==> src/mem_pkg.sv <==
package mem_pkg;

    ////////////////////////////////////////////////////////////////////////////
    // Memory geometry
    ////////////////////////////////////////////////////////////////////////////

    localparam int SRAM_DEPTH = 256;

    // Word address into the SRAM
    localparam int WADDR_W = 8;

    // Byte address whose low two bits select the lane
    localparam int BADDR_W = 10;

    localparam int OP_W = 6;

    ////////////////////////////////////////////////////////////////////////////
    // MIPS primary opcode values
    ////////////////////////////////////////////////////////////////////////////

    // Loads
    localparam logic [OP_W-1:0] op_lb  = 6'b100000;
    localparam logic [OP_W-1:0] op_lh  = 6'b100001;
    localparam logic [OP_W-1:0] op_lw  = 6'b100011;
    localparam logic [OP_W-1:0] op_lbu = 6'b100100;
    localparam logic [OP_W-1:0] op_lhu = 6'b100101;

    // Stores
    localparam logic [OP_W-1:0] op_sb  = 6'b101000;
    localparam logic [OP_W-1:0] op_sh  = 6'b101001;
    localparam logic [OP_W-1:0] op_sw  = 6'b101011;

    ////////////////////////////////////////////////////////////////////////////
    // SRAM word
    ////////////////////////////////////////////////////////////////////////////

    // Big-endian byte view with bytes[0] in bits 31:24
    typedef union packed {
        logic [31:0]       word;
        logic [0:3][7:0]   bytes;
    } sram_word_u;

endpackage
==> src/mem_arbiter.sv <==
`timescale 1ns/1ps

module mem_arbiter import mem_pkg::*;
(
    input  logic               clk,
    input  logic               rst,
    input  logic               f_req,
    input  logic [WADDR_W-1:0] f_addr,
    output logic               f_gnt,
    input  logic               d_req,
    input  logic [WADDR_W-1:0] d_addr,
    input  logic               d_we,
    input  logic [3:0]         d_be,
    input  sram_word_u         d_wdata,
    output logic               d_gnt,
    output logic               en,
    output logic               we,
    output logic [3:0]         be,
    output logic [WADDR_W-1:0] waddr,
    output sram_word_u         wdata
);

    // High when the data port took the last grant
    logic last_d;

    // Tie goes to whoever lost last time
    assign f_gnt = f_req && (!d_req || last_d);
    assign d_gnt = d_req && !f_gnt;

    always_ff @(posedge clk)
    begin
        if (rst)
            last_d <= 1'b1;
        else if (f_gnt)
            last_d <= 1'b0;
        else if (d_gnt)
            last_d <= 1'b1;
    end

    // Fetch never writes
    assign en    = f_gnt || d_gnt;
    assign we    = d_gnt && d_we;
    assign be    = (d_gnt && d_we) ? d_be : 4'b0000;
    assign waddr = d_gnt ? d_addr : f_addr;
    assign wdata = d_wdata;

    // A loser must win on the following cycle
    a_f_no_starve: assert property (@(posedge clk) disable iff (rst)
        f_req && !f_gnt |=> f_gnt);
    a_d_no_starve: assert property (@(posedge clk) disable iff (rst)
        d_req && !d_gnt |=> d_gnt);

endmodule

==> config.mk <==
export PLATFORM = sky130hd
export DESIGN_NAME = mem_arbiter
export DESIGN_NICKNAME = d
export VERILOG_FILES = /design/src/mem_pkg.sv /design/src/mem_arbiter.sv
export SDC_FILE = /design/constraint.sdc
export NUM_CORES = 1
export LEC_CHECK = 0
export BUFFER_PORTS_ARGS = -buffer_cell sky130_fd_sc_hd__clkbuf_2
export CAP_MARGIN = 5
export CORE_MARGIN = 8
export CORE_UTILIZATION = 20
export CTS_BUF_LIST = sky130_fd_sc_hd__clkbuf_16
export DETAILED_ROUTE_END_ITERATION = 7
export PLACE_DENSITY = 0.74
export SYNTH_ARGS = -nofsm -noshare
export SYNTH_HDL_FRONTEND = slang
export SYNTH_SLANG_ARGS = --single-unit
==> constraint.sdc <==
create_clock -name clk -period 1.3 [get_ports clk]
set_clock_uncertainty 0.1 [all_clocks]
set_input_delay 0.26 -clock clk [delete_from_list [all_inputs] [get_ports clk]]
set_output_delay 0.26 -clock clk [all_outputs]
set_load 0.02 [all_outputs]
==> flow_summary_export.csv <==
group,metric,value,unit
run_status,outcome,"finished with violations",
run_status,failing_checks,"negative setup slack",
timing,hold_violation_total_from_the_final_report,0,
global_routing,grt_start_max_net_pins,10,
timing,fin_crit,1.496,ns
placement,dp.cells,94,
setup_path,cp_data_required_time,0.94,ns
synth,synth_seq_area_share,0.04494,
synth,flops_latches_synth,1,
setup_path,critical_path.slowest_cell,"sky130_fd_sc_hd__mux2_2",
final_layout,antenna_cells_inserted,0,
cts,cts.clk_slew.worst_paths,0,ns
timing,timing.hold.ws,0.3741,ns
synth,netlist.area_leader.share,0.5393,
timing,layout_setup_ws,-0.1957,ns
final_layout,biggestRegsByFlops,"last_d (1)",
setup_path,worst-setup-path-type,"input pin to output port",
synth,synth_cell_type_count,13,
setup_path,critical_path_arrival,1.14,ns
setup_path,critPathMaxStageDelay,0.33,ns
synth,postSynthNetCount,112,
synth,synth-main-ff-cell,"sky130_fd_sc_hd__dfxtp_1",
power,worst_ir_drop_vdd,0.0001641,V
timing,grt_setup_unrepaired,"yes",
detailed_routing,route.antenna.remaining_nets,0,
min_path,worst_hold_path.endpoint,"last_d",
cts,ctsHoldBuffers,0,
detailed_routing,drt_first_iter_violations,30,
die,floorplan.rows,17,
synth,synthMostInstantiatedCell,"sky130_fd_sc_hd__buf_4",
synth,async_reset_ff_frac,0,
timing,finalMaxSlewViolations,0,
final_layout,largest_register_ff_count,1,
final_layout,share_of_layout_cells_above_drive_strength_1,0.9254,
synth,synth_top_area_cell,"sky130_fd_sc_hd__buf_4",
setup_path,reg2reg_from,"last_d",
timing,slew-limit-headroom,0.9013,
final_layout,regMostFlops,"last_d",
global_routing,first_global_vias,504,
timing,post-route-period-util,1.151,
die,ios,105,
setup_path,timing.reg2reg.setup_slack,0.35,ns
power,cellLeakagePower,0.3155,nW
synth,synth_edf_count,0,
final_layout,postLayoutCoreUtil,0.2877,
detailed_routing,detailed_route_wl,1452,µm
final_layout,layout-area-overhead-vs-synth,38.76,%
synth,synthCells,55,
setup_path,rr_endpoint,"last_d",
global_routing,global_route.overflow_total,0,
detailed_routing,post-route-drc-count,0,
setup_path,r2r.worst_path.cells,3,
timing,setup_total_negative_slack,-1.473,ns
synth,yosysWarningCount,0,
final_layout,layoutNonFillerInstCount,95,
cts,clkLatencyLatePin,0,ns
min_path,min-delay-start,"rst",
die,die-area,0.003993,mm²
die,initial_utilization,0.2073,
min_path,holdCritPathClass,"input pin to register",
detailed_routing,viasPerCell,4.253,
placement,place.port_buffers,40,
timing,final_setup_vio_count,10,
synth,synth_area,445.4,µm²
placement,routabilityCongestion,0.7490,
synth,synth.avg_cell_area,8.099,µm²
detailed_routing,dr.pass1.iters,2,
job,drv.max_cap_violation_count,0,
die,floorplan.die.width,63.19,µm
min_path,hold-path-cell-count,2,
power,totalPowerFinal,274.7,µW
synth,synth_area_leaders,"sky130_fd_sc_hd__buf_4 54%, sky130_fd_sc_hd__mux2_2 20%, sky130_fd_sc_hd__nor3b_1 6.7%",
setup_path,crit_fanout,9,
global_routing,grt_first_pass_wirelength,2297,µm
detailed_routing,detail_route.wl_per_cell,15.28,µm
timing,transition_time_at_the_pin_with_the_least_slew_margin,0.1477,ns
placement,post-dp-hpwl,1298,µm
timing,achievable-frequency,668.6,MHz
global_routing,antenna_found_initial,0,
die,core,0.002148,mm²
final_layout,layout.nets,126,
setup_path,critical_path_cell_by_cell,"buf_6 -> a21boi_4 -> buf_12 -> mux2_2 -> buf_2",
die,die-height,63.19,µm
detailed_routing,vias,404,
global_routing,gr-usage-all-layers,0.06731,
synth,ys_top_cells_by_count,"32 x sky130_fd_sc_hd__buf_4, 8 x sky130_fd_sc_hd__mux2_2, 4 x sky130_fd_sc_hd__nor3b_1, 2 x sky130_fd_sc_hd__nor2_1",
setup_path,cp_capture_type,"output port",
setup_path,crit_path_start_kind,"input pin",
power,power_per_unit_of_standard_cell_area,444.4,mW/mm²
[cell type report]
cell class | instances | area, µm²
Multi-Input combinational cell | 20 | 239.0
Sequential cell | 1 | 21.27
Inverter | 1 | 3.754
Tap cell | 28 | 35.03
Fill cell | 221 | 1530
Timing Repair Buffer | 45 | 319.1
[worst max-delay path, delay by kind of cell]
family                 cells  cell delay [ns]
muxes                      1             0.33
buffers and inverters      3             0.37
AOI/OAI and AO/OA          1             0.18
[cell families after synthesis]
kind of cell           after synthesis  share of synthesized area
AO/OA/AOI/OAI                        3                    0.07586
buffers and inverters               34                     0.5562
flip-flops                           1                    0.04495
multiplexers                         8                     0.2023
AND/OR/NAND/NOR                      9                     0.1208
[per-stage QoR]
| step | area, µm² | setup WS (ns) |
|---|---|---|
| global route | 618.1 | -0.2349 |
| finish | 618.1 | -0.1957 |
| detailed placement | 510.5 | -0.3084 |
| floorplan | 490.5 | -0.1519 |
| CTS | 585.6 | -0.2248 |
| global placement | 510.5 | -0.2742 |
[cell usage in the layout (no fill, tap or decap)]
cell,count
sky130_fd_sc_hd__clkbuf_2,22
sky130_fd_sc_hd__mux2_2,7
sky130_fd_sc_hd__buf_2,7
sky130_fd_sc_hd__buf_6,6
sky130_fd_sc_hd__buf_4,5
sky130_fd_sc_hd__nor3b_4,3
sky130_fd_sc_hd__clkbuf_8,3
sky130_fd_sc_hd__nor2_1,2
sky130_fd_sc_hd__or2_2,1
sky130_fd_sc_hd__inv_1,1
sky130_fd_sc_hd__a21boi_1,1
sky130_fd_sc_hd__a21boi_4,1
sky130_fd_sc_hd__mux2_4,1
sky130_fd_sc_hd__and2_4,1
sky130_fd_sc_hd__nand2_8,1
sky130_fd_sc_hd__nor3b_2,1
sky130_fd_sc_hd__o21bai_1,1
sky130_fd_sc_hd__dfxtp_2,1
sky130_fd_sc_hd__clkbuf_4,1
sky130_fd_sc_hd__buf_12,1
[report_power, final]
group          switching, mW  internal [mW]  leakage, nW
combinational          0.108          0.130        0.307
sequential           0.00269         0.0342      0.00807
clock                      0              0            0
[worst max-delay path by stage]
stage          startpoint        to  slack (ns)  depth (start not counted)
2_1_floorplan      last_d  waddr[1]       -0.15                          2
3_3_place_gp        f_req  waddr[7]       -0.27                          4
3_5_place_dp        f_req  waddr[5]       -0.31                          4
4_1_cts             d_req  waddr[5]       -0.22                          5
5_1_grt             d_req  waddr[3]       -0.23                          5
6_report            d_req  waddr[6]       -0.20                          5
[layer usage]
layer | routed length [µm] | global-route usage | vias to the layer above
li1 | - | - | 173
met1 | 432 | 0.05300 | 172
met5 | 0 | 0 | -
met3 | 319 | 0.05300 | 12
met2 | 662 | 0.1229 | 47
met4 | 38 | 0.02228 | 0
[timing repair]
action	in CTS	in global routing
setup endpoints to repair	14	16
gates resized for setup	14	27
setup buffers	2	0
pin swaps	4	1
cloned	0	0
No activity file was read; power rests on OpenSTA's default activity.
