<file path="src/mem_pkg.sv">
package mem_pkg;

    ////////////////////////////////////////////////////////////////////////////
    // Memory geometry
    ////////////////////////////////////////////////////////////////////////////

    localparam int SRAM_DEPTH = 256;

    // Word address into the SRAM
    localparam int WADDR_W = 8;

    // Byte address whose low two bits select the lane
    localparam int BADDR_W = 10;

    localparam int OP_W = 6;

    ////////////////////////////////////////////////////////////////////////////
    // MIPS primary opcode values
    ////////////////////////////////////////////////////////////////////////////

    // Loads
    localparam logic [OP_W-1:0] op_lb  = 6'b100000;
    localparam logic [OP_W-1:0] op_lh  = 6'b100001;
    localparam logic [OP_W-1:0] op_lw  = 6'b100011;
    localparam logic [OP_W-1:0] op_lbu = 6'b100100;
    localparam logic [OP_W-1:0] op_lhu = 6'b100101;

    // Stores
    localparam logic [OP_W-1:0] op_sb  = 6'b101000;
    localparam logic [OP_W-1:0] op_sh  = 6'b101001;
    localparam logic [OP_W-1:0] op_sw  = 6'b101011;

    ////////////////////////////////////////////////////////////////////////////
    // SRAM word
    ////////////////////////////////////////////////////////////////////////////

    // Big-endian byte view with bytes[0] in bits 31:24
    typedef union packed {
        logic [31:0]       word;
        logic [0:3][7:0]   bytes;
    } sram_word_u;

endpackage
</file>
<file path="src/data_port.sv">
`timescale 1ns/1ps

module data_port import mem_pkg::*;
(
    input  logic               clk,
    input  logic               rst,
    input  logic               data_req,
    input  logic [OP_W-1:0]    data_op,
    input  logic [BADDR_W-1:0] data_addr,
    input  logic [31:0]        data_wdata,
    output logic               data_busy,
    output logic               data_done,
    output sram_word_u         data_rdata,
    output logic               arb_req,
    output logic [WADDR_W-1:0] arb_addr,
    output logic               arb_we,
    output logic [3:0]         arb_be,
    output sram_word_u         arb_wdata,
    input  logic               arb_gnt,
    input  sram_word_u         sram_rdata
);

    logic [OP_W-1:0]    op_q;
    logic [BADDR_W-1:0] addr_q;
    logic [31:0]        wdata_q;
    logic [31:0]        rd_fmt;
    logic               pending;
    logic               waiting;

    assign arb_req   = pending;
    assign data_busy = pending || waiting;
    assign arb_addr  = addr_q[BADDR_W-1:2];
    assign arb_we    = (op_q == op_sb) || (op_q == op_sh) || (op_q == op_sw);

    // Same translator serves the outgoing lanes and the returning word
    lane_translator i_lane_translator (
        .op         (op_q),
        .boff       (addr_q[1:0]),
        .wdata      (wdata_q),
        .sram_wdata (arb_wdata),
        .be         (arb_be),
        .sram_rdata (sram_rdata),
        .rdata      (rd_fmt)
    );

    always_ff @(posedge clk)
    begin
        if (rst)
        begin
            pending   <= 1'b0;
            waiting   <= 1'b0;
            data_done <= 1'b0;
        end
        else
        begin
            data_done <= 1'b0;
            if (data_req)
                pending <= 1'b1;
            if (pending && arb_gnt)
            begin
                pending <= 1'b0;
                waiting <= 1'b1;
            end
            if (waiting)
            begin
                waiting   <= 1'b0;
                data_done <= 1'b1;
            end
        end
    end

    always_ff @(posedge clk)
    begin
        if (data_req)
        begin
            op_q    <= data_op;
            addr_q  <= data_addr;
            wdata_q <= data_wdata;
        end
        // Stores format to zero
        if (waiting)
            data_rdata.word <= rd_fmt;
    end

    a_no_req_busy: assert property (@(posedge clk) disable iff (rst) data_req |-> !data_busy);

endmodule

</file>
<file path="src/lane_translator.sv">
`timescale 1ns/1ps

module lane_translator import mem_pkg::*;
(
    input  logic [OP_W-1:0] op,
    input  logic [1:0]      boff,
    input  logic [31:0]     wdata,
    output sram_word_u      sram_wdata,
    output logic [3:0]      be,
    input  sram_word_u      sram_rdata,
    output logic [31:0]     rdata
);

    logic [7:0]  lane;
    logic [15:0] half;

    ////////////////////////////////////////////////////////////////////////////
    // Store side
    ////////////////////////////////////////////////////////////////////////////

    always_comb
    begin
        sram_wdata.word = '0;
        be = 4'b0000;
        case (op)
            op_sw:
            begin
                sram_wdata.word = wdata;
                be = 4'b1111;
            end
            op_sh:
            begin
                sram_wdata.word = {2{wdata[15:0]}};
                // Only halfword-aligned offsets get lanes
                case (boff)
                    2'b00: be = 4'b1100;
                    2'b10: be = 4'b0011;
                    default: be = 4'b0000;
                endcase
            end
            op_sb:
            begin
                sram_wdata.word = {4{wdata[7:0]}};
                // Bit 3 of be is byte 0
                be = 4'b1000 >> boff;
            end
            default:
            begin
                sram_wdata.word = '0;
                be = 4'b0000;
            end
        endcase
    end

    ////////////////////////////////////////////////////////////////////////////
    // Load side
    ////////////////////////////////////////////////////////////////////////////

    assign lane = sram_rdata.bytes[boff];
    assign half = boff[1] ? {sram_rdata.bytes[2], sram_rdata.bytes[3]}
                          : {sram_rdata.bytes[0], sram_rdata.bytes[1]};

    always_comb
    begin
        rdata = '0;
        case (op)
            op_lw: rdata = sram_rdata.word;
            op_lh: if (!boff[0]) rdata = {{16{half[15]}}, half};
            op_lhu: if (!boff[0]) rdata = {16'b0, half};
            op_lb: rdata = {{24{lane[7]}}, lane};
            op_lbu: rdata = {24'b0, lane};
            default: rdata = '0;
        endcase
    end

endmodule

</file>
<file path="config.mk">
export PLATFORM = sky130hd
export DESIGN_NAME = data_port
export DESIGN_NICKNAME = d
export VERILOG_FILES = /design/src/mem_pkg.sv /design/src/data_port.sv /design/src/lane_translator.sv
export SDC_FILE = /design/constraint.sdc
export NUM_CORES = 1
export LEC_CHECK = 0
export ABC_AREA = 1
export BUFFER_PORTS_ARGS = -buffer_cell sky130_fd_sc_hd__buf_2
export CAP_MARGIN = 20
export CORE_ASPECT_RATIO = 0.9
export CORE_MARGIN = 4
export CORE_UTILIZATION = 53
export DETAILED_ROUTE_END_ITERATION = 7
export PLACE_DENSITY_LB_ADDON = 0.3
export SETUP_SLACK_MARGIN = 0.05
export SLEW_MARGIN = 20
export SYNTH_ARGS = -nofsm -noshare
export SYNTH_HDL_FRONTEND = slang
export SYNTH_SLANG_ARGS = --single-unit
</file>
<file path="constraint.sdc">
create_clock -name clk -period 3.1 [get_ports clk]
set_input_delay 0.31 -clock clk [delete_from_list [all_inputs] [get_ports clk]]
set_output_delay 0.31 -clock clk [all_outputs]
set_load 0.01 [all_outputs]
</file>
==> summary.md <==
| Metric | Value |
|---|---|
| Final instance area | 0.005223 mm2 |
| Worst Path Arrival | 2.05 ns |
| Register area share after synthesis | 57.59% |
| Worst EP required | 2.79 ns |
| Final setup TNS | 0 ns |
| Pin count of the biggest net entering global routing | 50 |
| Multi-input gate area | 0.001424 mm2 |
| Tightest Pin Transition | 1.041 ns |
| Setup Skew | 0.007188 ns |
| Post-CTS Setup Bufs | 0 |
| Count leader, synth | nand2_1 |
| Mapped Area | 0.004275 mm2 |
| Buf/Inv on CP | 2 |
| Max-capacitance violation count | 0 |
| Avg WL per Cell | 14.86 um |
| Number of H-tree levels | 3 |
| Critical Path Most Common Cell | nand2_1 |
| Setup crit start kind | flip-flop |
| Clock latency on the worst-skew pair | 0.35 ns |
| Number of global-route vias before repair | 3643 |
| Area share of the largest cell type after synthesis | 56.19% |
| GP Congestion | 0.8432 |
| Core area | 0.007695 mm2 |
| CP Class | flip-flop to output port |
| Drt pass-1 iters | 6 |
| Slew HR | 30.63% |
| Worst min path class | input port to flip-flop |
| Number of DRC markers in iteration 0 | 259 |
| Cell Chain, Critical Path | inv_1 > nand2_1 > nor2_4 > nand2_1 > nand2_1 > nand2_1 > nand2_1 > buf_2 |
| DIE WIDTH | 102.7 um |
| CTS Hold Bufs | 0 |
| Global-route wire length before repair | 17.34 mm |
| # resized after CTS | 0 |
| Syn Nets | 573 |
| Crit path max-delay family | simple AND/OR/NAND/NOR gates |
| Initial core utilization | 55.56% |
| CTS tree | built |
| Dpl hpwl | 7.808 mm |
| Remaining Overflow, GRT | 0 |
| Port-buffer cells | 163 |
| Minimum clock period | 2.364 ns |
| Asr flop ratio synth | 0% |
| Final nets | 721 |
| Synthesis Warnings | 0 |
| Vias | 3864 |
| Crit end category | output port |
| Run status | complete, no violations |
| #FFs+latches synth | 83 |
| Root buffer cell | clkbuf_8 |
| Final hold vios | 0 |
| CP max stage cell | edfxtp_1 |
| Synth area leader | edfxtp_1 |
| Static leakage power | 0.002784 uW |
| Layout cells sized above 1 | 29.75% |
| Cell Rows | 30 |
| RSZ-0062 raised after global routing | false |
| ANT cells | 0 |
| Final setup fails | 0 |
| Fillers | 615 |
| Placed instance area | 0.005055 mm2 |
| Ports | 164 |
| DR vias/cell | 5.236 |
| Clk sinks | 83 |
| Cell variety after synth | 22 |
| Post-DRT Antenna Nets | 0 |
| Final wirelength | 10.97 mm |
| Die Y | 93.21 um |
| Register Area | 0.002462 mm2 |
| Synth cell count leaders | 173 x nand2_1, 111 x nand3_1, 80 x edfxtp_1 |
| CTS max path bufs | 2 |
| Mapped Cells | 489 |
| Post-synth EDFFs | 80 |
| CP max stage delay | 0.43 ns |
| Slew Limit Fails | 0 |
| Die Area | 0.009570 mm2 |
| Num CTS Buffers | 9 |
| Area Growth Syn to Fin | 22.15% |
| Max Fclk | 423.0 MHz |
| Largest cells by area after synthesis | edfxtp_1 56%, nand2_1 15%, nand3_1 13% |
| DRC violations left | 0 |
| Critical path fanouts, max | 17 |
| Ys flop type | edfxtp_1 |
| Part of the cycle the worst path needs | 76.25% |
| Syn Area/Cell | 8.743 um2 |
| Power Dens Cells | 438.1 mW/mm2 |
| Initial antenna violation count | 1 |
| Global Route Usage Sum | 23.22% |
| Worst-path clk slew | 0.08 ns |
| Max IR drop VDD | 0.4271 mV |
flip-flops by register name, indices dropped and copies added (netlist names):
signal	cells
addr_q	10
arb_req	1
data_rdata	32
op_q	6
wdata_q	32
data_done	1
waiting	1
worst reg2reg max path, delay by kind of cell, from the launching register on:
family,cells,cell delay (ns)
buffers and inverters,2,1.00
AND/OR/NAND/NOR,4,0.53
flip-flops,1,0.43
report_power, final:
group          total [uW]  internal (uW)  switching (uW)  leakage [uW]
sequential           1330           1290            34.9      0.000837
combinational         287            103             184       0.00187
clock                 675            287             388     0.0000784
total                2290           1680             606       0.00278
final cells by class:
cell class / count / area share, %
sequential: 83 / 47.15
timing repair buffer: 168 / 16.34
clock buffer: 9 / 2.372
clock inverter: 7 / 0.8385
multi-input combinational: 323 / 27.26
tap: 96 / 2.300
inverter: 52 / 3.737
metal layers:
| metal | wire [um] | global-route usage [%] | vias up |
|---|---|---|---|
| met5 | 7 | 0 | - |
| met4 | 222 | 7.760 | 2 |
| met3 | 1024 | 5.891 | 19 |
| met2 | 5158 | 35.59 | 182 |
| met1 | 4554 | 32.20 | 1763 |
| li1 | - | - | 1898 |
logic make-up after synthesis:
kind of cell / Yosys count / synth area share, %
flops: 83 / 57.59
simple gates: 320 / 32.89
buf+inv: 83 / 9.101
compound gates: 3 / 0.4098
layout by cell type, fill, tap and decap left out:
master and instances:
nor2_8 1, inv_6 1, o211ai_1 1, or2_2 1, nor2_2 1, buf_2 163
a21oi_1 2, nand3_1 111, buf_4 5, nor2_1 24, clkinvlp_4 2, nand4_1 2
dfxtp_1 3, clkinv_1 5, clkbuf_8 9, nand3_2 2, nor3b_1 1, nand2_1 173
inv_1 48, inv_2 2, edfxtp_1 80, nor2_4 3, clkinv_4 1, nor3_1 1
through the flow:
step	total power, uW	hold slack, ns	util (%)	cells	setup slack (ns)
6_report	2288	0.1315	67.87	738	0.7361
4_1_cts	2297	0.1153	67.87	738	0.7221
5_1_grt	2397	0.1088	67.87	738	0.5236
2_1_floorplan	1512	0.3824	-	489	1.504
3_3_place_gp	1627	0.4729	65.69	722	1.090
3_5_place_dp	1635	0.4881	65.69	722	1.022
final timing paths:
kind         startpoint             end  slack [ns]  cells past startpoint
min          data_op[0]         op_q[0]        0.13                      1
max reg2reg     op_q[4]  data_rdata[26]        0.98                      6
min reg2reg     arb_req         waiting        0.50                      2
max             op_q[1]   arb_wdata[18]        0.74                      8
Note: power is estimated with default switching activity, not from simulation.
