$ cat config.mk
export PLATFORM = sky130hd
export DESIGN_NAME = fetch_port
export DESIGN_NICKNAME = d
export VERILOG_FILES = /design/src/mem_pkg.sv /design/src/fetch_port.sv
export SDC_FILE = /design/constraint.sdc
export NUM_CORES = 1
export LEC_CHECK = 0
export ABC_CLOCK_PERIOD_IN_PS = 1400
export BUFFER_PORTS_ARGS = -buffer_cell sky130_fd_sc_hd__clkbuf_2
export CORE_ASPECT_RATIO = 0.8
export CORE_MARGIN = 2
export CORE_UTILIZATION = 38
export CTS_BUF_LIST = sky130_fd_sc_hd__clkbuf_4
export DETAILED_ROUTE_END_ITERATION = 10
export PLACE_DENSITY = 0.75
export SLEW_MARGIN = 10
export SYNTH_ARGS = -nofsm -noshare
export SYNTH_HDL_FRONTEND = slang
export SYNTH_SLANG_ARGS = --single-unit
$ cat constraint.sdc
create_clock -name clk -period 1.4 [get_ports clk]
set_input_delay 0.07 -clock clk [delete_from_list [all_inputs] [get_ports clk]]
set_output_delay 0.07 -clock clk [all_outputs]
set_load 0.02 [all_outputs]
$ cat src/mem_pkg.sv
package mem_pkg;

    ////////////////////////////////////////////////////////////////////////////
    // Memory geometry
    ////////////////////////////////////////////////////////////////////////////

    localparam int SRAM_DEPTH = 256;

    // Word address into the SRAM
    localparam int WADDR_W = 8;

    // Byte address whose low two bits select the lane
    localparam int BADDR_W = 10;

    localparam int OP_W = 6;

    ////////////////////////////////////////////////////////////////////////////
    // MIPS primary opcode values
    ////////////////////////////////////////////////////////////////////////////

    // Loads
    localparam logic [OP_W-1:0] op_lb  = 6'b100000;
    localparam logic [OP_W-1:0] op_lh  = 6'b100001;
    localparam logic [OP_W-1:0] op_lw  = 6'b100011;
    localparam logic [OP_W-1:0] op_lbu = 6'b100100;
    localparam logic [OP_W-1:0] op_lhu = 6'b100101;

    // Stores
    localparam logic [OP_W-1:0] op_sb  = 6'b101000;
    localparam logic [OP_W-1:0] op_sh  = 6'b101001;
    localparam logic [OP_W-1:0] op_sw  = 6'b101011;

    ////////////////////////////////////////////////////////////////////////////
    // SRAM word
    ////////////////////////////////////////////////////////////////////////////

    // Big-endian byte view with bytes[0] in bits 31:24
    typedef union packed {
        logic [31:0]       word;
        logic [0:3][7:0]   bytes;
    } sram_word_u;

endpackage
$ cat src/fetch_port.sv
`timescale 1ns/1ps

module fetch_port import mem_pkg::*;
(
    input  logic               clk,
    input  logic               rst,
    input  logic               fetch_req,
    input  logic [WADDR_W-1:0] fetch_addr,
    output logic               fetch_busy,
    output logic               fetch_done,
    output sram_word_u         fetch_instr,
    output logic               arb_req,
    output logic [WADDR_W-1:0] arb_addr,
    input  logic               arb_gnt,
    input  sram_word_u         sram_rdata
);

    logic pending;
    logic waiting;

    // Request level drops as soon as the grant is taken
    assign arb_req    = pending;
    assign fetch_busy = pending || waiting;

    always_ff @(posedge clk)
    begin
        if (rst)
        begin
            pending    <= 1'b0;
            waiting    <= 1'b0;
            fetch_done <= 1'b0;
        end
        else
        begin
            fetch_done <= 1'b0;
            if (fetch_req)
                pending <= 1'b1;
            if (pending && arb_gnt)
            begin
                pending <= 1'b0;
                waiting <= 1'b1;
            end
            if (waiting)
            begin
                waiting    <= 1'b0;
                fetch_done <= 1'b1;
            end
        end
    end

    always_ff @(posedge clk)
    begin
        if (fetch_req)
            arb_addr <= fetch_addr;
        if (waiting)
            fetch_instr <= sram_rdata;
    end

    a_no_req_busy: assert property (@(posedge clk) disable iff (rst) fetch_req |-> !fetch_busy);

endmodule

==> results.toml, run 1 <==
[yosys]
synth_fa_ha_area_share_pct = 0
yosysTopAreaCell = "edfxtp_1"
synth_nets = 92
syn-instance-count = 48
synthMuxAreaShare_pct = 0
synth_edf_count = 40
synth-compound-area-share_pct = 0.580
ys_ff_latch = 43
syn_avg_cell_area_um2 = 27.0
yosysWarnings = 0
synthSimpleGateAreaFrac_pct = 2.03
netlist.area_leader.share_pct = 92.8
async_flop_share_pct = 0
yosysMostFrequentCell = "edfxtp_1"
synth_top_family_by_area = "simple AND/OR/NAND/NOR gates"
synth_ff_type = "edfxtp_1"
syn_area_um2 = 1290
synth_area_leaders = "edfxtp_1 93%, dfxtp_1 4.6%, nor4bb_1 0.77%"
ys_types = 7
synth-seq-area-share_pct = 97.4
yosys.area_share.xor_xnor_pct = 0
ys_top_cells_by_count = "40 x edfxtp_1, 3 x dfxtp_1"

[timing]
worst_pin_slew_ns = 0.230
rsz0062_at_grt = "no"
holdWs_ns = 0.111
hold_violations = 0
skew_ns = 0.0196
period_needed_ns = 1.16
fmax_mhz = 864
slew_headroom_pct = 84.7
setup_viol_count_final = 0
fin_ws_ns = 0.242
setup_tns_ns = 0
timing.final.crit_share_pct = 82.7
drv_slew = 0

[global_route]
grt_pass1_wl_um = 5490
grt_max_degree = 34
grt_use_total_pct = 19.8
overflow = 0
first_global_vias = 1043
antenna_found_initial = 0

[finish]
antenna_cells = 0
multi_input_area_um2 = 33.8
regArea_um2 = 1260
area_growth_syn_to_layout_pct = 79.2
fill_cells = 208
layout.nets = 228
layout-drive-gt1-share_pct = 51.4

[placed_design]
preCtsSetupSlack_ns = 0.481
hpwl_um = 2020
gp_congestion = 0.805
io_buffers = 86

[detailed_routing]
drtIter0Drc = 36
avgViaCountPerCell = 4.32
ant_nets = 0
avgRoutedWirePerCell_um = 15.4
drc = 0
drt_first_pass_iters = 4
drt-total-wl_um = 3450
vias = 972

[cts]
ctsResizeCount = 0
cts_sinks = 43
cts_root_buf = "clkbuf_4"
cts.reportedPaths.clkPinSlew_ns = 0.11
worstSkewPairLatency_ns = 0.36
h-tree-depth = 2
cts_tree = "done"
clock_path_buffers = 2
cts_buffers = 5

[die]
die_width_um = 69.3
die_area_um2 = 3890
num_rows = 18
ios = 87
core_area_um2 = 3180
die_h_um = 56.2
start_util_pct = 40.8

[critical_path]
r2r_start = "waiting"
worst-r2r-setup-slack_ns = 0.48
cp_data_required_time_ns = 1.33
worst_r2r_endpoint = "fetch_instr[5]"
worst-setup-path-type = "flop to output pin"
path_max_fanout = 5
arrival_ns = 1.09
startpoint_type = "flop"
rr_worst_depth = 1
worst_setup_path_end_kind = "output pin"

[worst_hold_path]
hp-class = "input port to flop"
hold_end = "arb_addr[1]"
hold_start = "fetch_req"
hold_depth = 1

[pwr]
ir_drop_mv = 1.03
p_leak_uw = 0.00100
p_per_area_nw_per_um2 = 1170

[flow_run]
cap_violations = 0

[outcome]
status = "complete, no violations"
-- layout by cell type, fill, tap and decap left out, drive strengths merged --
cell / instances
a211oi: 1
buf: 1
bufinv: 2
clkbuf: 92
dfxtp: 3
dlygate4sd3: 42
edfxtp: 40
nor2: 1
nor2b: 1
nor4bb: 1
or2: 1
-- per-layer routing --
| metal | GRT usage, % | wire [um] |
|---|---|---|
| met1 | 20.3 | 1330 |
| met2 | 33.4 | 1730 |
| met3 | 11.1 | 325 |
| met4 | 8.68 | 78 |
| met5 | 0 | 0 |
-- worst max-delay path, cell delays in order, from the launching register on --
cell and delay (ns):
dfxtp_1 0.36, or2_1 0.24, clkbuf_2 0.16
-- cell type report --
cell class | count | share of cell area [%]
Clock buffer | 6 | 1.94
Clock inverter | 2 | 2.59
Multi-Input combinational cell | 5 | 1.46
Sequential cell | 43 | 54.3
Tap cell | 40 | 2.16
Timing Repair Buffer | 129 | 37.5
-- per-stage QoR --
step                      instance area (um^2)  utilization, %  cells  power (uW)
after floorplan                           1290               -     48        1570
after global placement                    1800            56.5    175        1670
after detailed placement                  1800            56.5    175        1680
after CTS                                 2320            73.1    225        2720
after global routing                      2320            73.1    225        2820
final                                     2320            73.1    225        2710
-- power by group --
group	internal (uW)	leakage [uW]	switching, uW
Clock	577	0.0000559	384
Combinational	153	0.000554	129
Sequential	1450	0.000394	15.4
Total	2180	0.00100	528
-- worst max-delay path by stage --
stage | to | startpoint
finish | fetch_busy | arb_req
global route | fetch_busy | arb_req
CTS | fetch_busy | arb_req
detailed placement | fetch_instr[10] | waiting
global placement | fetch_instr[24] | waiting
floorplan | fetch_instr[0] | waiting
-- sequential cells by signal, summed over array words and instances (netlist names) --
register     flops
waiting          1
arb_addr         8
fetch_instr     32
arb_req          1
fetch_done       1
-- logic make-up after synthesis --
logic type	after synthesis
AO/OA/AOI/OAI	1
AND/OR/NAND/NOR	4
flip-flops	43
-- repair_timing --
item,4_1_cts,5_1_grt
setup buffers,0,0
hold buffers,42,0
setup endpoints to repair,0,0
endpoints found under the hold margin,43,0
No activity file was read; power rests on OpenSTA's default activity.
==> inputs of run 2 (changes only) <==
Settings changed: ABC_AREA set to 1, ABC_CLOCK_PERIOD_IN_PS 1400 to 1200, CORE_UTILIZATION 38 to 40.
Clock period 1.4 ns to 1.2 ns, I/O delays scaled along.
==> run 2 against run 1 <==
Effect of this change: total power grew 16%; core utilization increased by 2.6 points; worst hold slack worse by 0.014 ns; non-clock buffer count rose by 1; combinational power grew 16%; flip-flop and latch count unchanged; wire length fell by 9.5%; via count decreased by 1.9%; critical path depth is the same.
==> results.toml, run 2 <==
[cts]
worstSkewPairLatency_ns = 0.34
ctsResizeCount = 0
cts_tree = "done"
cts.reportedPaths.clkPinSlew_ns = 0.12
cts_sinks = 43
post_cts_buffers = 0
h-tree-depth = 2
clock_path_buffers = 2
cts_buffers = 5
cts_root_buf = "clkbuf_4"

[critical_path]
worst-setup-path-type = "flop to output pin"
critPathSlowestCell = "dfxtp_2"
crit_chain = "or2_1, clkbuf_2"
worst-r2r-setup-slack_ns = 0.33
startpoint_type = "flop"
arrival_ns = 1.07
cp_data_required_time_ns = 1.14
worst_setup_path_end_kind = "output pin"
worst_r2r_endpoint = "fetch_instr[19]"
worstSetupStartpoint = "waiting"
worstSetupEndpoint = "fetch_busy"
r2r_start = "waiting"
cp_num_buf_inv = 1
crit_cells = 2
crit_family = "flip-flops"
rr_worst_depth = 1
path_max_fanout = 4
cpPeakStageDelay_ns = 0.37

[yosys]
async_flop_share_pct = 0
yosysWarnings = 0
synth_top_family_by_area = "simple AND/OR/NAND/NOR gates"
synth-compound-area-share_pct = 0
ys_ff_latch = 43
netlist.area_leader.share_pct = 92.3
ys_top_cells_by_count = "40 x edfxtp_1, 4 x nor2_1, 3 x dfxtp_1, 3 x nand2_1, 2 x inv_1"
synthMuxAreaShare_pct = 0
synth_nets = 97
syn_avg_cell_area_um2 = 24.6
yosysTopAreaCell = "edfxtp_1"
synth_fa_ha_area_share_pct = 0
syn-instance-count = 53
synth-seq-area-share_pct = 96.9
synth_area_leaders = "edfxtp_1 92%, dfxtp_1 4.6%, nor2_1 1.2%"
ys_types = 6
syn_area_um2 = 1300
synth_edf_count = 40
synth_ff_type = "edfxtp_1"
synthSimpleGateAreaFrac_pct = 2.50
yosys.area_share.xor_xnor_pct = 0
yosysMostFrequentCell = "edfxtp_1"

[detailed_routing]
dr_wl_met3_um = 249
wl_met1_um = 1180
dr_wl_met2_um = 1670
ant_nets = 0
drt-total-wl_um = 3130
avgRoutedWirePerCell_um = 13.5
drc = 0
avgViaCountPerCell = 4.13
vias = 954
drt_first_pass_iters = 4
top_layer_used = "met4"
drtIter0Drc = 48

[timing]
rsz0062_at_grt = "no"
worst_pin_slew_ns = 0.235
fin_ws_ns = 0.0714
drv_slew = 0
setup_tns_ns = 0
timing.final.crit_share_pct = 94.1
skew_ns = 0.00730
slew_headroom_pct = 84.3
fmax_mhz = 886
setup_viol_count_final = 0
hold_violations = 0
period_needed_ns = 1.13

[outcome]
status = "complete, no violations"

[finish]
final_cell_mix = "86 x clkbuf_2, 42 x dlygate4sd3_1, 40 x edfxtp_1"
largest_reg_flops = 32
layout.nets = 234
antenna_cells = 0
final_common_cell = "clkbuf_2"
layout-drive-gt1-share_pct = 50.8
max_flop_register = "fetch_instr"
reg_top3 = "fetch_instr: 32 flops, arb_addr: 8 flops"
area_growth_syn_to_layout_pct = 79.5

[placed_design]
preCtsSetupSlack_ns = 0.346
hpwl_um = 2100
io_buffers = 86
gp_congestion = 0.637

[pwr]
p_leak_uw = 0.00102
pwr-share-seq_pct = 54.4
internal_power_uw = 2550
p_switching_uw = 599
p_per_area_nw_per_um2 = 1350
switching_share_pct = 19.1
ir_drop_mv = 1.26
p_comb_share_pct = 10.4
p_clk_share_pct = 35.2

[global_route]
grt_pass1_wl_um = 4130
overflow = 0
antenna_found_initial = 0
first_global_vias = 923
grt_max_degree = 24
grt_use_total_pct = 16.8

[die]
core_area_um2 = 3090
ios = 87
die_area_um2 = 3730
start_util_pct = 42.2
num_rows = 18
die_width_um = 67.8
die_h_um = 55.0

[flow_run]
cap_violations = 0

[worst_hold_path]
hp-class = "input port to flop"
-- run 2: cells by family (layout without fill, tap and decap cells) --
logic type	count (synthesis)	count (layout)
buffers and inverters	2	140
DFF	43	43
and+or+nand+nor	8	8
-- run 2: per-stage QoR --
| step | util [%] | hold WS (ns) | instance area [um^2] | instances | total power, uW |
|---|---|---|---|---|---|
| 2_1_floorplan | - | 0.132 | 1300 | 53 | 1830 |
| 3_3_place_gp | 58.7 | 0.238 | 1810 | 181 | 1950 |
| 3_5_place_dp | 58.7 | 0.239 | 1810 | 181 | 1970 |
| 4_1_cts | 75.7 | 0.0731 | 2340 | 231 | 3170 |
| 5_1_grt | 75.7 | 0.0888 | 2340 | 231 | 3260 |
| 6_report | 75.7 | 0.0972 | 2340 | 231 | 3150 |
-- run 2: routing by layer --
metal  GRT usage (%)  vias to the layer above
li1                -                      472
met1            16.3                      426
met2            32.0                       52
met3            6.68                        4
met4            7.00                        0
met5               0                        -
-- run 2: how the worst min path moves through the flow --
stage,startpoint,endpoint,depth (start not counted)
3_3_place_gp,fetch_addr[5],arb_addr[5],1
4_1_cts,fetch_req,arb_req,3
2_1_floorplan,rst,fetch_done,1
6_report,fetch_req,arb_req,3
3_5_place_dp,sram_rdata[30],fetch_instr[30],1
5_1_grt,fetch_req,arb_addr[1],1
-- run 2: final cells by class --
cell class,count,area (um^2)
Inverter,2,7.51
Tap cell,40,50.0
Fill cell,195,749
Multi-Input combinational cell,8,32.5
Timing Repair Buffer,130,878
Sequential cell,43,1260
Clock buffer,6,45.0
Clock inverter,2,60.1
-- run 2: worst min-delay path: cells and delay by family --
kind	cells	cell delay, ns
buffers and inverters	1	0.19
AND/OR/NAND/NOR	2	0.17
-- run 2: power groups by stage --
stage               clock network (uW)  logic, uW  registers (uW)
floorplan                            0       13.5            1820
global placement                     0        212            1740
detailed placement                   0        218            1750
CTS                               1130        326            1710
global route                      1190        351            1720
finish                            1110        327            1710
-- run 2: timing repair --
action	in CTS	in global routing
endpoints found under the hold margin	43	0
setup endpoints to repair	0	0
hold buffers	42	0
==> inputs of run 3 (changes only) <==
Settings changed: CORE_UTILIZATION 40 to 42, PLACE_DENSITY 0.75 to 0.78.
==> run 3 against run 2 <==
Effect of this change: non-clock buffer count is 1 higher; core utilization is 1.0 points higher; total power is 13% lower; register-to-register slack worse by 0.17 ns; sequential power hardly changed; die area is 4.5% lower; maximum frequency is 1.9% lower; first-iteration DRC count is 40% lower; worst hold slack better by 0.0089 ns; cell area is 0.86% lower; clock power is 40% lower; flip-flop and latch count stayed put.
==> results.toml, run 3 (synthesis results as in run 2) <==
[placed_design]
io_buffers = 86
gp_congestion = 0.638
hpwl_um = 1830
placed_cells = 180

[pwr]
power.total_uw = 2740
internal_power_uw = 2110
p_leak_uw = 0.00102
ir_drop_mv = 1.06
switching_share_pct = 23.0
p_comb_share_pct = 13.0
p_switching_uw = 631
pwr-share-seq_pct = 62.6
p_clk_share_pct = 24.4
p_per_area_nw_per_um2 = 1180

[finish]
largest_reg_flops = 32
final_common_cell = "clkbuf_2"
final_cell_mix = "85 x clkbuf_2, 42 x dlygate4sd3_1, 40 x edfxtp_1"
antenna_cells = 0
fill_cells = 178
area_growth_syn_to_layout_pct = 78.0
layoutNonFillerInstCount = 232
layout-drive-gt1-share_pct = 51.6
reg_top3 = "fetch_instr: 32 flops, arb_addr: 8 flops"
utilization_pct = 76.7
max_flop_register = "fetch_instr"
layout.nets = 235

[critical_path]
rr_worst_depth = 2
cpPeakStageDelay_ns = 0.37
path_max_fanout = 4
startpoint_type = "flop"
worst-setup-path-type = "flop to output pin"
cp_num_buf_inv = 1
crit_chain = "or2_4, buf_8"
critPathSlowestCell = "dfxtp_1"
crit_family = "flip-flops"
crit_cells = 2
arrival_ns = 1.09
cp_data_required_time_ns = 1.14
worst_setup_path_end_kind = "output pin"

[flow_run]
cap_violations = 0

[detailed_routing]
drc = 0
drt-total-wl_um = 3740
avgRoutedWirePerCell_um = 16.1
drtIter0Drc = 29
avgViaCountPerCell = 4.40
ant_nets = 0
vias = 1020
drt_first_pass_iters = 4

[cts]
h-tree-depth = 2
cts_tree = "done"
cts.reportedPaths.clkPinSlew_ns = 0.12
cts_root_buf = "clkbuf_4"
clock_path_buffers = 2
worstSkewPairLatency_ns = 0.35
cts_sinks = 43
cts_buffers = 5

[timing]
skew_ns = 0.0160
drv_slew = 0
hold_violations = 0
fmax_mhz = 869
setup_viol_count_final = 0
setup_tns_ns = 0
holdWs_ns = 0.106
slew_headroom_pct = 84.7
period_needed_ns = 1.15
rsz0062_at_grt = "no"
timing.final.crit_share_pct = 95.9
worst_pin_slew_ns = 0.230

[worst_hold_path]
hp-class = "input port to flop"
hold_depth = 1

[outcome]
status = "complete, no violations"

[die]
die_area_um2 = 3560
die_width_um = 66.2
ios = 87
num_rows = 18
start_util_pct = 43.1
die_h_um = 53.8
core_area_um2 = 3020

[global_route]
grt_use_total_pct = 22.8
grt_pass1_wl_um = 5440
grt_max_degree = 18
first_global_vias = 1098
antenna_found_initial = 0
overflow = 0
run 3: path summary, 6_finish.rpt:
path,from,endpoint,slack (ns)
hold / removal,fetch_req,arb_addr[1],0.11
setup reg to reg,waiting,fetch_instr[30],0.16
setup / recovery,arb_req,fetch_busy,0.05
hold reg to reg,arb_req,waiting,0.54
run 3: final cells by class:
type	instances	area, um^2	share of cell area (%)
sequential	43	1260	54.5
timing repair buffer	131	908	39.2
tap	40	50.0	2.16
clock buffer	5	37.5	1.62
multi-input combinational	8	35.0	1.51
clock inverter	3	15.0	0.648
inverter	2	7.51	0.324
run 3: repair_timing:
action / in CTS / in global routing
pin swaps: 0 / 1
setup endpoints to repair: 1 / 1
gates cloned: 1 / 0
setup buffers: 2 / 0
endpoints found under the hold margin: 43 / 0
hold buffers: 42 / 0
resized for setup: 2 / 2
run 3: layer usage:
metal	share of wire, %	vias up	global-route usage, %
met5	0	-	0
met4	2.5	0	11.2
met3	8.6	8	8.58
met2	50	64	39.0
met1	39	472	25.7
li1	-	476	-
run 3: per-stage QoR:
step	cell area [um^2]	setup WS, ns
after global placement	1800	0.302
after global routing	2320	0.0106
final	2320	0.0494
after floorplan	1300	0.155
after CTS	2330	-0.0526
after detailed placement	1800	0.287
run 3: power groups by stage:
stage | Sequential [uW] | Combinational (uW) | Clock, uW
2_1_floorplan | 1820 | 13.5 | 0
3_5_place_dp | 1740 | 215 | 0
5_1_grt | 1720 | 375 | 735
6_report | 1710 | 356 | 668
4_1_cts | 1710 | 339 | 667
3_3_place_gp | 1740 | 210 | 0
